===== src/design/dmni_pkg.sv =====
package dmni_pkg;

    ////////////////////////////////////////////////////////////////////////////
    // Widths
    ////////////////////////////////////////////////////////////////////////////

    localparam int FLIT_W      = 32;
    localparam int ADDR_W      = 32;
    localparam int SIZE_W      = 32;
    localparam int WORD_BYTES  = 4;
    // Quantum of 15 cycles per grant
    localparam int ARB_TIMER_W = 4;

    typedef logic [FLIT_W-1:0] flit_t;
    typedef logic [ADDR_W-1:0] addr_t;
    typedef logic [SIZE_W-1:0] size_t;
    typedef logic [3:0]        mem_be_t;

    ////////////////////////////////////////////////////////////////////////////
    // Operations and states
    ////////////////////////////////////////////////////////////////////////////

    typedef enum logic {
        DMA_OP_SEND    = 1'b0,
        DMA_OP_RECEIVE = 1'b1
    } dma_op_e;

    typedef enum logic {
        ARB_SRC_SEND    = 1'b0,
        ARB_SRC_RECEIVE = 1'b1
    } arb_src_e;

    typedef enum logic [2:0] {
        RECV_HEADER = 3'b001,
        RECV_WAIT   = 3'b010,
        RECV_DATA   = 3'b100
    } recv_state_e;

    typedef enum logic [3:0] {
        SEND_IDLE    = 4'b0001,
        SEND_PRELOAD = 4'b0010,
        SEND_DATA    = 4'b0100,
        SEND_STOP    = 4'b1000
    } send_state_e;

endpackage


===== src/design/dmni_receive.sv =====
module dmni_receive import dmni_pkg::*; (
    input  logic    clk_i,
    input  logic    rst_ni,
    input  logic    noc_rx_i,
    input  logic    noc_eop_i,
    input  logic    start_i,
    input  dma_op_e operation_i,
    input  addr_t   address_i,
    input  size_t   size_i,
    input  logic    grant_i,
    output logic    noc_credit_o,
    output logic    pending_o,
    output logic    discard_o,
    output addr_t   addr_o,
    output logic    active_o,
    output logic    available_o
);

    recv_state_e state_q;
    recv_state_e state_d;
    addr_t       addr_q;
    size_t       size_q;
    logic        discard_q;
    logic        load_cmd;
    logic        take;

    assign load_cmd = (state_q == RECV_WAIT) && start_i && (operation_i == DMA_OP_RECEIVE);
    // Payload flit moves into memory this cycle
    assign take = (state_q == RECV_DATA) && noc_rx_i && grant_i;

    always_comb begin
        state_d = state_q;
        case (state_q)
            RECV_HEADER: begin
                if (noc_rx_i) begin
                    state_d = RECV_WAIT;
                end
            end
            RECV_WAIT: begin
                if (load_cmd) begin
                    state_d = RECV_DATA;
                end
            end
            RECV_DATA: begin
                if (take && noc_eop_i) begin
                    state_d = RECV_HEADER;
                end else if (take && size_q == size_t'(1)) begin
                    state_d = RECV_WAIT;
                end
            end
            default: state_d = RECV_HEADER;
        endcase
    end

    always_ff @(posedge clk_i or negedge rst_ni) begin
        if (!rst_ni) begin
            state_q   <= RECV_HEADER;
            addr_q    <= '0;
            size_q    <= '0;
            discard_q <= 1'b0;
        end else begin
            state_q <= state_d;
            if (load_cmd) begin
                addr_q    <= address_i;
                size_q    <= size_i;
                // Zero address drops the whole programmed chunk
                discard_q <= (address_i == '0);
            end else if (take) begin
                addr_q <= addr_q + addr_t'(WORD_BYTES);
                size_q <= size_q - size_t'(1);
            end
        end
    end

    // Header needs no memory, so credit is free there
    always_comb begin
        case (state_q)
            RECV_DATA: noc_credit_o = grant_i;
            RECV_WAIT: noc_credit_o = 1'b0;
            default:   noc_credit_o = 1'b1;
        endcase
    end

    assign pending_o   = (state_q == RECV_DATA) && noc_rx_i;
    assign discard_o   = discard_q;
    assign addr_o      = addr_q;
    assign active_o    = (state_q == RECV_DATA);
    assign available_o = (state_q == RECV_WAIT);

    assert property (@(posedge clk_i) disable iff (!rst_ni)
        state_q == RECV_WAIT |-> !noc_credit_o)
        else $error("receive credit raised while waiting for a command");

endmodule


===== src/design/dmni_send.sv =====
module dmni_send import dmni_pkg::*; (
    input  logic    clk_i,
    input  logic    rst_ni,
    input  logic    noc_ack_i,
    input  logic    start_i,
    input  dma_op_e operation_i,
    input  addr_t   address_i,
    input  addr_t   address_2_i,
    input  size_t   size_i,
    input  size_t   size_2_i,
    input  logic    grant_i,
    output logic    noc_tx_o,
    output logic    noc_eop_o,
    output logic    pending_o,
    output addr_t   addr_o,
    output logic    active_o
);

    send_state_e state_q;
    send_state_e state_d;
    addr_t       addr_q;
    addr_t       addr_2_q;
    size_t       size_q;
    size_t       size_2_q;
    addr_t       addr_sh_q;
    addr_t       addr_2_sh_q;
    size_t       size_sh_q;
    size_t       size_2_sh_q;
    logic        can_send;
    logic        can_send_q;
    logic        last_read;

    assign can_send  = noc_ack_i && grant_i;
    // Exactly one word left to read over both segments
    assign last_read = (size_q == size_t'(1) && size_2_q == '0)
                    || (size_q == '0 && size_2_q == size_t'(1));

    always_comb begin
        state_d = state_q;
        case (state_q)
            SEND_IDLE: begin
                if (start_i && operation_i == DMA_OP_SEND) begin
                    state_d = SEND_PRELOAD;
                end
            end
            SEND_PRELOAD: begin
                if (can_send) begin
                    state_d = last_read ? SEND_STOP : SEND_DATA;
                end
            end
            SEND_DATA: begin
                if (!can_send) begin
                    state_d = SEND_PRELOAD;
                end else if (last_read) begin
                    state_d = SEND_STOP;
                end
            end
            SEND_STOP: state_d = can_send ? SEND_IDLE : SEND_PRELOAD;
            default:   state_d = SEND_IDLE;
        endcase
    end

    always_ff @(posedge clk_i or negedge rst_ni) begin
        if (!rst_ni) begin
            state_q    <= SEND_IDLE;
            can_send_q <= 1'b0;
            addr_q     <= '0;
            addr_2_q   <= '0;
            size_q     <= '0;
            size_2_q   <= '0;
        end else begin
            state_q    <= state_d;
            can_send_q <= can_send;
            if (state_q == SEND_IDLE) begin
                addr_q   <= address_i;
                addr_2_q <= address_2_i;
                size_q   <= size_i;
                size_2_q <= size_2_i;
            end else if (can_send && state_q inside {SEND_PRELOAD, SEND_DATA}) begin
                if (size_q != '0) begin
                    addr_q <= addr_q + addr_t'(WORD_BYTES);
                    size_q <= size_q - size_t'(1);
                end else begin
                    addr_2_q <= addr_2_q + addr_t'(WORD_BYTES);
                    size_2_q <= size_2_q - size_t'(1);
                end
            end else if (!can_send && can_send_q) begin
                // Read data lags by one cycle, so step back to the unsent word
                addr_q   <= addr_sh_q;
                addr_2_q <= addr_2_sh_q;
                size_q   <= size_sh_q;
                size_2_q <= size_2_sh_q;
            end
        end
    end

    // Counters as they stood at the last accepted cycle
    always_ff @(posedge clk_i) begin
        if (state_q == SEND_IDLE) begin
            addr_sh_q   <= address_i;
            addr_2_sh_q <= address_2_i;
            size_sh_q   <= size_i;
            size_2_sh_q <= size_2_i;
        end else if (can_send) begin
            addr_sh_q   <= addr_q;
            addr_2_sh_q <= addr_2_q;
            size_sh_q   <= size_q;
            size_2_sh_q <= size_2_q;
        end
    end

    assign noc_tx_o  = (state_q inside {SEND_DATA, SEND_STOP}) && grant_i;
    assign noc_eop_o = (state_q == SEND_STOP) && grant_i;
    assign pending_o = (state_q != SEND_IDLE);
    assign addr_o    = (size_q != '0) ? addr_q : addr_2_q;
    assign active_o  = (state_q != SEND_IDLE);

    // Last flit only after a nonzero count drained with the final read accepted
    assert property (@(posedge clk_i) disable iff (!rst_ni)
        noc_eop_o |-> state_q == SEND_STOP && size_q == '0 && size_2_q == '0
                      && $past(can_send))
        else $error("send eop raised outside a completed transfer");

endmodule


===== src/design/dmni_mem_arbiter.sv =====
module dmni_mem_arbiter import dmni_pkg::*; (
    input  logic    clk_i,
    input  logic    rst_ni,
    input  logic    send_pend_i,
    input  logic    recv_pend_i,
    input  logic    recv_discard_i,
    input  addr_t   send_addr_i,
    input  addr_t   recv_addr_i,
    input  flit_t   noc_data_i,
    output logic    send_grant_o,
    output logic    recv_grant_o,
    output logic    mem_en_o,
    output mem_be_t mem_we_o,
    output addr_t   mem_addr_o,
    output flit_t   mem_data_o
);

    arb_src_e               cur_q;
    arb_src_e               other;
    logic [ARB_TIMER_W-1:0] timer_q;
    logic                   cur_pend;
    logic                   other_pend;
    logic                   switch_src;

    ////////////////////////////////////////////////////////////////////////////
    // Round-robin with quantum
    ////////////////////////////////////////////////////////////////////////////

    assign other      = (cur_q == ARB_SRC_SEND) ? ARB_SRC_RECEIVE : ARB_SRC_SEND;
    assign cur_pend   = (cur_q == ARB_SRC_SEND) ? send_pend_i : recv_pend_i;
    assign other_pend = (cur_q == ARB_SRC_SEND) ? recv_pend_i : send_pend_i;
    assign switch_src = other_pend && (timer_q == '0 || !cur_pend);

    always_ff @(posedge clk_i or negedge rst_ni) begin
        if (!rst_ni) begin
            cur_q   <= ARB_SRC_SEND;
            timer_q <= '0;
        end else if (switch_src) begin
            cur_q   <= other;
            timer_q <= '1;
        end else if (timer_q != '0) begin
            timer_q <= timer_q - 1'b1;
        end
    end

    assign send_grant_o = (cur_q == ARB_SRC_SEND);
    assign recv_grant_o = (cur_q == ARB_SRC_RECEIVE);

    ////////////////////////////////////////////////////////////////////////////
    // Memory port
    ////////////////////////////////////////////////////////////////////////////

    always_comb begin
        if (cur_q == ARB_SRC_SEND) begin
            mem_en_o   = send_pend_i;
            mem_we_o   = '0;
            mem_addr_o = send_addr_i;
        end else begin
            mem_en_o   = recv_pend_i && !recv_discard_i;
            mem_we_o   = '1;
            mem_addr_o = recv_addr_i;
        end
    end

    // Only the receive engine ever writes
    assign mem_data_o = noc_data_i;

    assert property (@(posedge clk_i) disable iff (!rst_ni)
        mem_en_o |-> (send_grant_o ? send_pend_i : recv_pend_i))
        else $error("memory enabled for a client with nothing pending");

endmodule


===== src/design/dmni_dma.sv =====
module dmni_dma import dmni_pkg::*; (
    input  logic    clk_i,
    input  logic    rst_ni,

    // Hermes receive port
    input  logic    noc_rx_i,
    input  logic    noc_eop_i,
    output logic    noc_credit_o,
    input  flit_t   noc_data_i,

    // Hermes send port
    output logic    noc_tx_o,
    output logic    noc_eop_o,
    input  logic    noc_ack_i,
    output flit_t   noc_data_o,

    // Local memory
    output logic    mem_en_o,
    output mem_be_t mem_we_o,
    output addr_t   mem_addr_o,
    input  flit_t   mem_data_i,
    output flit_t   mem_data_o,

    // Host configuration and status
    input  logic    start_i,
    input  dma_op_e operation_i,
    input  size_t   size_i,
    input  size_t   size_2_i,
    input  addr_t   address_i,
    input  addr_t   address_2_i,
    output logic    send_active_o,
    output logic    receive_active_o,
    output logic    receive_available_o
);

    logic  send_pend;
    logic  recv_pend;
    logic  recv_discard;
    logic  send_grant;
    logic  recv_grant;
    addr_t send_addr;
    addr_t recv_addr;

    dmni_receive u_receive (
        .clk_i        (clk_i),
        .rst_ni       (rst_ni),
        .noc_rx_i     (noc_rx_i),
        .noc_eop_i    (noc_eop_i),
        .start_i      (start_i),
        .operation_i  (operation_i),
        .address_i    (address_i),
        .size_i       (size_i),
        .grant_i      (recv_grant),
        .noc_credit_o (noc_credit_o),
        .pending_o    (recv_pend),
        .discard_o    (recv_discard),
        .addr_o       (recv_addr),
        .active_o     (receive_active_o),
        .available_o  (receive_available_o)
    );

    dmni_send u_send (
        .clk_i       (clk_i),
        .rst_ni      (rst_ni),
        .noc_ack_i   (noc_ack_i),
        .start_i     (start_i),
        .operation_i (operation_i),
        .address_i   (address_i),
        .address_2_i (address_2_i),
        .size_i      (size_i),
        .size_2_i    (size_2_i),
        .grant_i     (send_grant),
        .noc_tx_o    (noc_tx_o),
        .noc_eop_o   (noc_eop_o),
        .pending_o   (send_pend),
        .addr_o      (send_addr),
        .active_o    (send_active_o)
    );

    dmni_mem_arbiter u_arbiter (
        .clk_i          (clk_i),
        .rst_ni         (rst_ni),
        .send_pend_i    (send_pend),
        .recv_pend_i    (recv_pend),
        .recv_discard_i (recv_discard),
        .send_addr_i    (send_addr),
        .recv_addr_i    (recv_addr),
        .noc_data_i     (noc_data_i),
        .send_grant_o   (send_grant),
        .recv_grant_o   (recv_grant),
        .mem_en_o       (mem_en_o),
        .mem_we_o       (mem_we_o),
        .mem_addr_o     (mem_addr_o),
        .mem_data_o     (mem_data_o)
    );

    // Read word goes out on the NoC in the cycle it returns
    assign noc_data_o = mem_data_i;

endmodule


===== config.mk =====
export PLATFORM = sky130hd
export DESIGN_NAME = dmni_dma
export DESIGN_NICKNAME = d
export VERILOG_FILES = /design/src/design/dmni_pkg.sv /design/src/design/dmni_receive.sv /design/src/design/dmni_send.sv /design/src/design/dmni_mem_arbiter.sv /design/src/design/dmni_dma.sv
export SDC_FILE = /design/constraint.sdc
export NUM_CORES = 1
export LEC_CHECK = 0
export ABC_AREA = 1
export BUFFER_PORTS_ARGS = -buffer_cell sky130_fd_sc_hd__buf_2
export CAP_MARGIN = 20
export CORE_MARGIN = 4
export CORE_UTILIZATION = 55
export CTS_BUF_LIST = sky130_fd_sc_hd__clkbuf_4 sky130_fd_sc_hd__clkbuf_8 sky130_fd_sc_hd__clkbuf_16
export CTS_CLUSTER_DIAMETER = 50
export DETAILED_ROUTE_END_ITERATION = 8
export HOLD_SLACK_MARGIN = 0.05
export PLACE_DENSITY = 0.81
export SLEW_MARGIN = 25
export SYNTH_ARGS = -nofsm -noshare
export SYNTH_HDL_FRONTEND = slang
export SYNTH_SLANG_ARGS = --single-unit

===== constraint.sdc =====
create_clock -name clk_i -period 11.4 [get_ports clk_i]
set_input_delay 0 -clock clk_i [delete_from_list [all_inputs] [get_ports clk_i]]
set_output_delay 0 -clock clk_i [all_outputs]
set_load 0.02 [all_outputs]

* Word level (Yosys, flattened, before mapping)
Index checks and enable logic that the tools add are counted.
** Storage, ports and cells
- Register bits after elaboration :: 334
- Latch bits :: 0
- Bits in writable memories :: 0
- ROM bits :: 0
- Logic and storage cells :: 131
- Memories kept :: 0
** Operators by class
- $add $sub $neg :: 7
- Multiply operators :: 0
- Div/mod/pow operators :: 0
- Order comparisons :: 0
- Equality and inequality tests :: 19
- Shift-type cells :: 0
- Mux-type cells :: 50
- Bitwise operators :: 2
- Reduce and logical (&&, ||, !) cells :: 37
** Operator list (count)
- 2-to-1 mux 32 bit :: 30
- adder 32 x 3 -> 32 bit, second input constant :: 3
- equality test 32 x 1 -> 1 bit, second input constant :: 3
- zero test 32 bit :: 3
- subtractor 32 x 1 -> 32 bit, second input constant :: 3
- 2-to-1 mux 4 bit :: 8
- nonzero test 32 bit :: 1
- logical AND 1 bit :: 16
- case mux 4 bit (4 select lines) :: 1
- 2-to-1 mux 3 bit :: 4
- nonzero test 2 bit :: 5
- case mux 3 bit (3 select lines) :: 1
- inequality test 2 x 1 -> 1 bit, second input constant :: 3
- inequality test 3 x 2 -> 1 bit, second input constant :: 2
- AND reduction 3 bit :: 2
- equality test 4 x 1 -> 1 bit, second input constant :: 1
- equality test 4 x 2 -> 1 bit, second input constant :: 1
- equality test 4 x 3 -> 1 bit, second input constant :: 1
- equality test 4 bit, second input constant :: 1
- zero test 4 bit :: 1
- 2-to-1 mux 1 bit :: 4
- inequality test 4 x 1 -> 1 bit, second input constant :: 1
- AND reduction 2 bit :: 2
- nonzero test 4 bit :: 1
- other kinds (13) :: 17

* Depth between registers and ports, before layout
- Depth in word-level cells :: 7
- Depth in mapped cells :: 13

* Modules after synthesis
A second synthesis with hierarchy kept.
** Unflattened totals
- Cell total of the unflattened synthesis :: 3294
- Area total of the unflattened synthesis :: 22271.4 um^2
** Modules (own cells, without submodules)
- dmni_send :: instances 1, cells an instance 2368, area each 16224.3 um^2, seq. area each 7173.1 um^2
- dmni_receive :: instances 1, cells an instance 709, area each 4805.9 um^2, seq. area each 1702.9 um^2
- dmni_mem_arbiter :: instances 1, cells an instance 185, area each 1001.0 um^2, seq. area each 125.1 um^2
- dmni_dma :: instances 1, cells an instance 32, area each 240.2 um^2, seq. area each 0.0 um^2

* Worst setup path before layout
OpenSTA, ideal clock, no wires.
- Path kind :: register to register
- Start :: register u_send.state_q[0]
- End :: register u_send.addr_2_sh_q[0], enable pin
- Arrival :: 4.274 ns
- Data required time :: 10.909 ns
- Path slack :: 6.635 ns
- Stages on the path, launching flop included :: 8
- Clock period less this slack :: 4.765 ns
- Cell sequence :: dfstp_2 inv_1 nor3_2 inv_1 clkbuf_1 clkbuf_1 buf_2 nand2_1
** On the way
- Word-level cells in the longest chain between the ends :: 2
** RTL lines
- from (decl) :: RTL line dmni_send.sv:19 : send_state_e state_q;
- from (signal assigned) :: RTL line dmni_send.sv:72 : state_q <= state_d;
- equality test 4 x 1 -> 1 bit :: RTL line dmni_send.sv:99 : if (state_q == SEND_IDLE) begin
- nonzero test 2 bit (no line)
- to (signal assigned) :: RTL line dmni_send.sv:101 : addr_2_sh_q <= address_2_i;
- to (signal assigned) :: RTL line dmni_send.sv:106 : addr_2_sh_q <= addr_2_q;
- to (decl) :: RTL line dmni_send.sv:26 : addr_t addr_2_sh_q;
Every way passes these cells.
A chain may end at the register's enable or synchronous reset.

* Worst setup path after layout
- Start :: register u_arbiter.cur_q, in the netlist u_arbiter.recv_grant_o
- End :: register u_send.size_q[6]
** On the way
- Word-level cells in the longest chain between the ends :: 6
- Elaborated cells on any way between the ends :: 10
** RTL lines
- from (decl) :: RTL line dmni_mem_arbiter.sv:18 : arb_src_e cur_q;
- from (signal assigned) :: RTL line dmni_mem_arbiter.sv:39 : cur_q <= other;
- inverter 1 bit (*)
- logical AND 1 bit (*) :: RTL line dmni_send.sv:33 : assign can_send = noc_ack_i && grant_i;
- zero test 1 bit
- logical AND 1 bit :: RTL line dmni_send.sv:87 : end else if (!can_send && can_send_q) begin
- nonzero test 3 bit (no line)
- AND reduction 2 bit (no line)
- to (signal assigned) :: RTL line dmni_send.sv:77 : size_q <= size_i;
- to (signal assigned) :: RTL line dmni_send.sv:82 : size_q <= size_q - size_t'(1);
- to (signal assigned) :: RTL line dmni_send.sv:91 : size_q <= size_sh_q;
- to (decl) :: RTL line dmni_send.sv:23 : size_t size_q;
Mark *: on every way between the ends. The rest lies on a longest branch, timed or not.

==> results.toml <==
[finish]
multi_input_area_um2 = 11100
area_delta_synth_final_pct = 18.0
seqCellArea_um2 = 9000
layout-drive-gt1-share_pct = 8.30
post-route-cell-area_um2 = 26900
fillers = 3616
fin_util_pct = 65.8
diodes = 0
fin_nets = 3859

[critical_path]
worstSetupStartpoint = "u_arbiter.recv_grant_o"
cp_common_cell = "nand2_2"
crit_path_start_kind = "register"
path_buf_inv = 3
cp_cell_sequence = "nor2_1 -> nand2_2 -> buf_4 -> inv_6 -> nand2_2 -> nand2_4 -> inv_4 -> nand2_1 -> o21ai_1"
r2r_setup_slack_ns = 7.13
path_delay_family = "simple AND/OR/NAND/NOR gates"
rr_startpoint = "u_arbiter.recv_grant_o"
timing.rr.end = "u_send.size_q[6]"
max_stage_delay_ns = 0.64
path_class = "reg2reg"
r2r_cells = 9
end_kind = "register"
path_max_fanout = 108
arrival_ns = 4.71
cp_slowest_cell = "inv_6"
worst-path-stages = 9
cp.required_ns = 11.84
cp-endpoint = "u_send.size_q[6]"

[pwr]
cellPowerDensity_nw_per_um2 = 286
peakVddDrop_mv = 0.304
p_leak_nw = 12.8

[synth]
ys_seq_area_share_pct = 39.5
synth_top_flop_cell = "dfrtp_1"
yosys_warnings = 0
yosys_register_bits = 334
async_flop_share_pct = 61.7
synth_cell_types = 46
syn_inst = 3410
synth_fp_nets = 3620
synth_edf_count = 128
syn_area_per_cell_um2 = 6.69
netlist_area_um2 = 22800

[timing]
hold_viol = 0
tightest_slew_ns = 1.03
max_freq_mhz = 234
min_period_ns = 4.27
finClkSkew_ns = 0.0200
relSlewSlack_pct = 31.6
rsz0062_at_grt = "no"
setup_viol = 0
min_period_over_period_pct = 37.5
finalMaxSlewViolations = 0
tns_ns = 0

[placement]
postPlaceCellArea_um2 = 23400
globalplace.congestion = 0.963
port_buffers = 177
detailed_place_hpwl_um = 48100

[global_routing]
grt_max_degree = 212
first_global_vias = 21900
antenna_found_initial = 0
grt_usage_pct = 31.7
gr-total-overflow = 0
grt_pass1_wl_um = 115000

[clock_network]
cts.path.max_buffers = 3
numClockSinks = 334
cts_setup_buffers = 0
numCtsBuffers = 44
cts_tree = "yes"
htree_levels = 2
clk_pin_slew_ns = 0.06
worstSkewPairLatency_ns = 0.59
cts-root-buf = "clkbuf_16"

[route]
wl_per_cell_um = 17.3
first_pass_iters = 6
vias_per_cell = 5.55
ant_nets = 0
drc = 0
first_iter_violations = 2448
wirelength_um = 73000
vias = 23400

[floorplan]
rows = 74
die_w_um = 212
initial_core_util_pct = 55.7
ios = 306
coreArea_um2 = 40900
die-height_um = 212
die_area_um2 = 44800

[min_path]
min_path_type = "in2async"

[status]
status = "finished clean"

[flow_run]
drv_cap = 0
[timing repair]
item | in CTS | in global routing
resized for setup | 0 | 0
hold endpoints to repair | 477 | 0
hold buffers | 203 | 0
[through the flow]
stage	setup slack [ns]	hold slack [ns]	cells	total power, W
2_1_floorplan	6.63	-0.296	3410	0.00518
3_3_place_gp	7.31	0.000137	3932	0.00600
3_5_place_dp	7.20	0.000137	3932	0.00610
4_1_cts	7.21	0.0891	4217	0.00763
5_1_grt	6.80	0.134	4217	0.00827
6_report	7.13	0.0419	4217	0.00769
[worst min path at each step]
stage	start	endpoint	slack [ns]	cells after the start
global placement	noc_data_i[11]	mem_data_o[11]	0.0001	0
detailed placement	noc_data_i[11]	mem_data_o[11]	0.0001	0
finish	rst_ni	u_send.addr_2_q[24]	0.04	2
CTS	rst_ni	u_send.addr_q[23]	0.09	2
global route	rst_ni	u_send.addr_2_q[24]	0.13	2
floorplan	rst_ni	u_arbiter.recv_grant_o	-0.30	0
[cells in the mapped netlist, drive strengths merged (37+ instances only)]
master	count	area, µm²
o21bai	39	293
o21ai	293	1470
nor2	463	1770
inv	409	1540
xor2	57	499
buf	134	896
dfrtp	204	5100
a21oi	46	230
nand4	37	231
clkbuf	66	249
nand2	1140	4300
nand3	226	1130
edfxtp	128	3840
[per-layer routing]
metal  track usage [%]  share of wire (%)  vias up  wire, µm
li1                  -                  -    11200         -
met1              46.1                 42    10800     30700
met2              48.5                 45     1205     32500
met3              5.62                 10      160      7540
met4              10.3                3.0        0      2210
met5                 0                  0        -         0
[cell usage in the layout (no fill, tap or decap), types with 12 or more instances in the layout]
cell type / count
a21oi_1: 46
buf_2: 176
clkbuf_16: 46
dfrtp_1: 204
dlygate4sd3_1: 203
edfxtp_1: 128
inv_1: 401
nand2_1: 1134
nand3_1: 226
nand3b_1: 31
nand4_1: 37
nor2_1: 458
nor3_1: 30
o211ai_1: 24
o21ai_0: 280
o21ai_1: 12
o21bai_1: 39
o221ai_1: 13
o22ai_1: 19
xor2_1: 57
[area by class of cell]
type,count,share of cell area (%)
multi-input cells,2466,41.4
flip-flops and latches,334,33.5
repair buffers,393,11.3
inverters,410,5.77
clock buffers,58,4.73
well taps,532,2.47
clock inverters,24,0.851
[worst register-to-register path, cell delays in order (launching register included)]
cell,delay (ns)
dfrtp_1,0.38
nor2_1,0.51
nand2_2,0.55
buf_4,0.48
inv_6,0.65
nand2_2,0.14
nand2_4,0.59
inv_4,0.51
nand2_1,0.22
o21ai_1,0.09
[cells by family after synthesis]
family	synth area share, %
flip-flops	39.5
AO/OA/AOI/OAI	10.8
buffers and inverters	11.8
AND/OR/NAND/NOR	34.9
adder cells (fa/ha/maj)	0.603
XOR/XNOR	2.46
[report_power, final]
group,internal [W],switching [W]
combinational,0.00115,0.00252
clock,0.000843,0.000588
sequential,0.00204,0.000546
(Power assumes the default switching activity.)
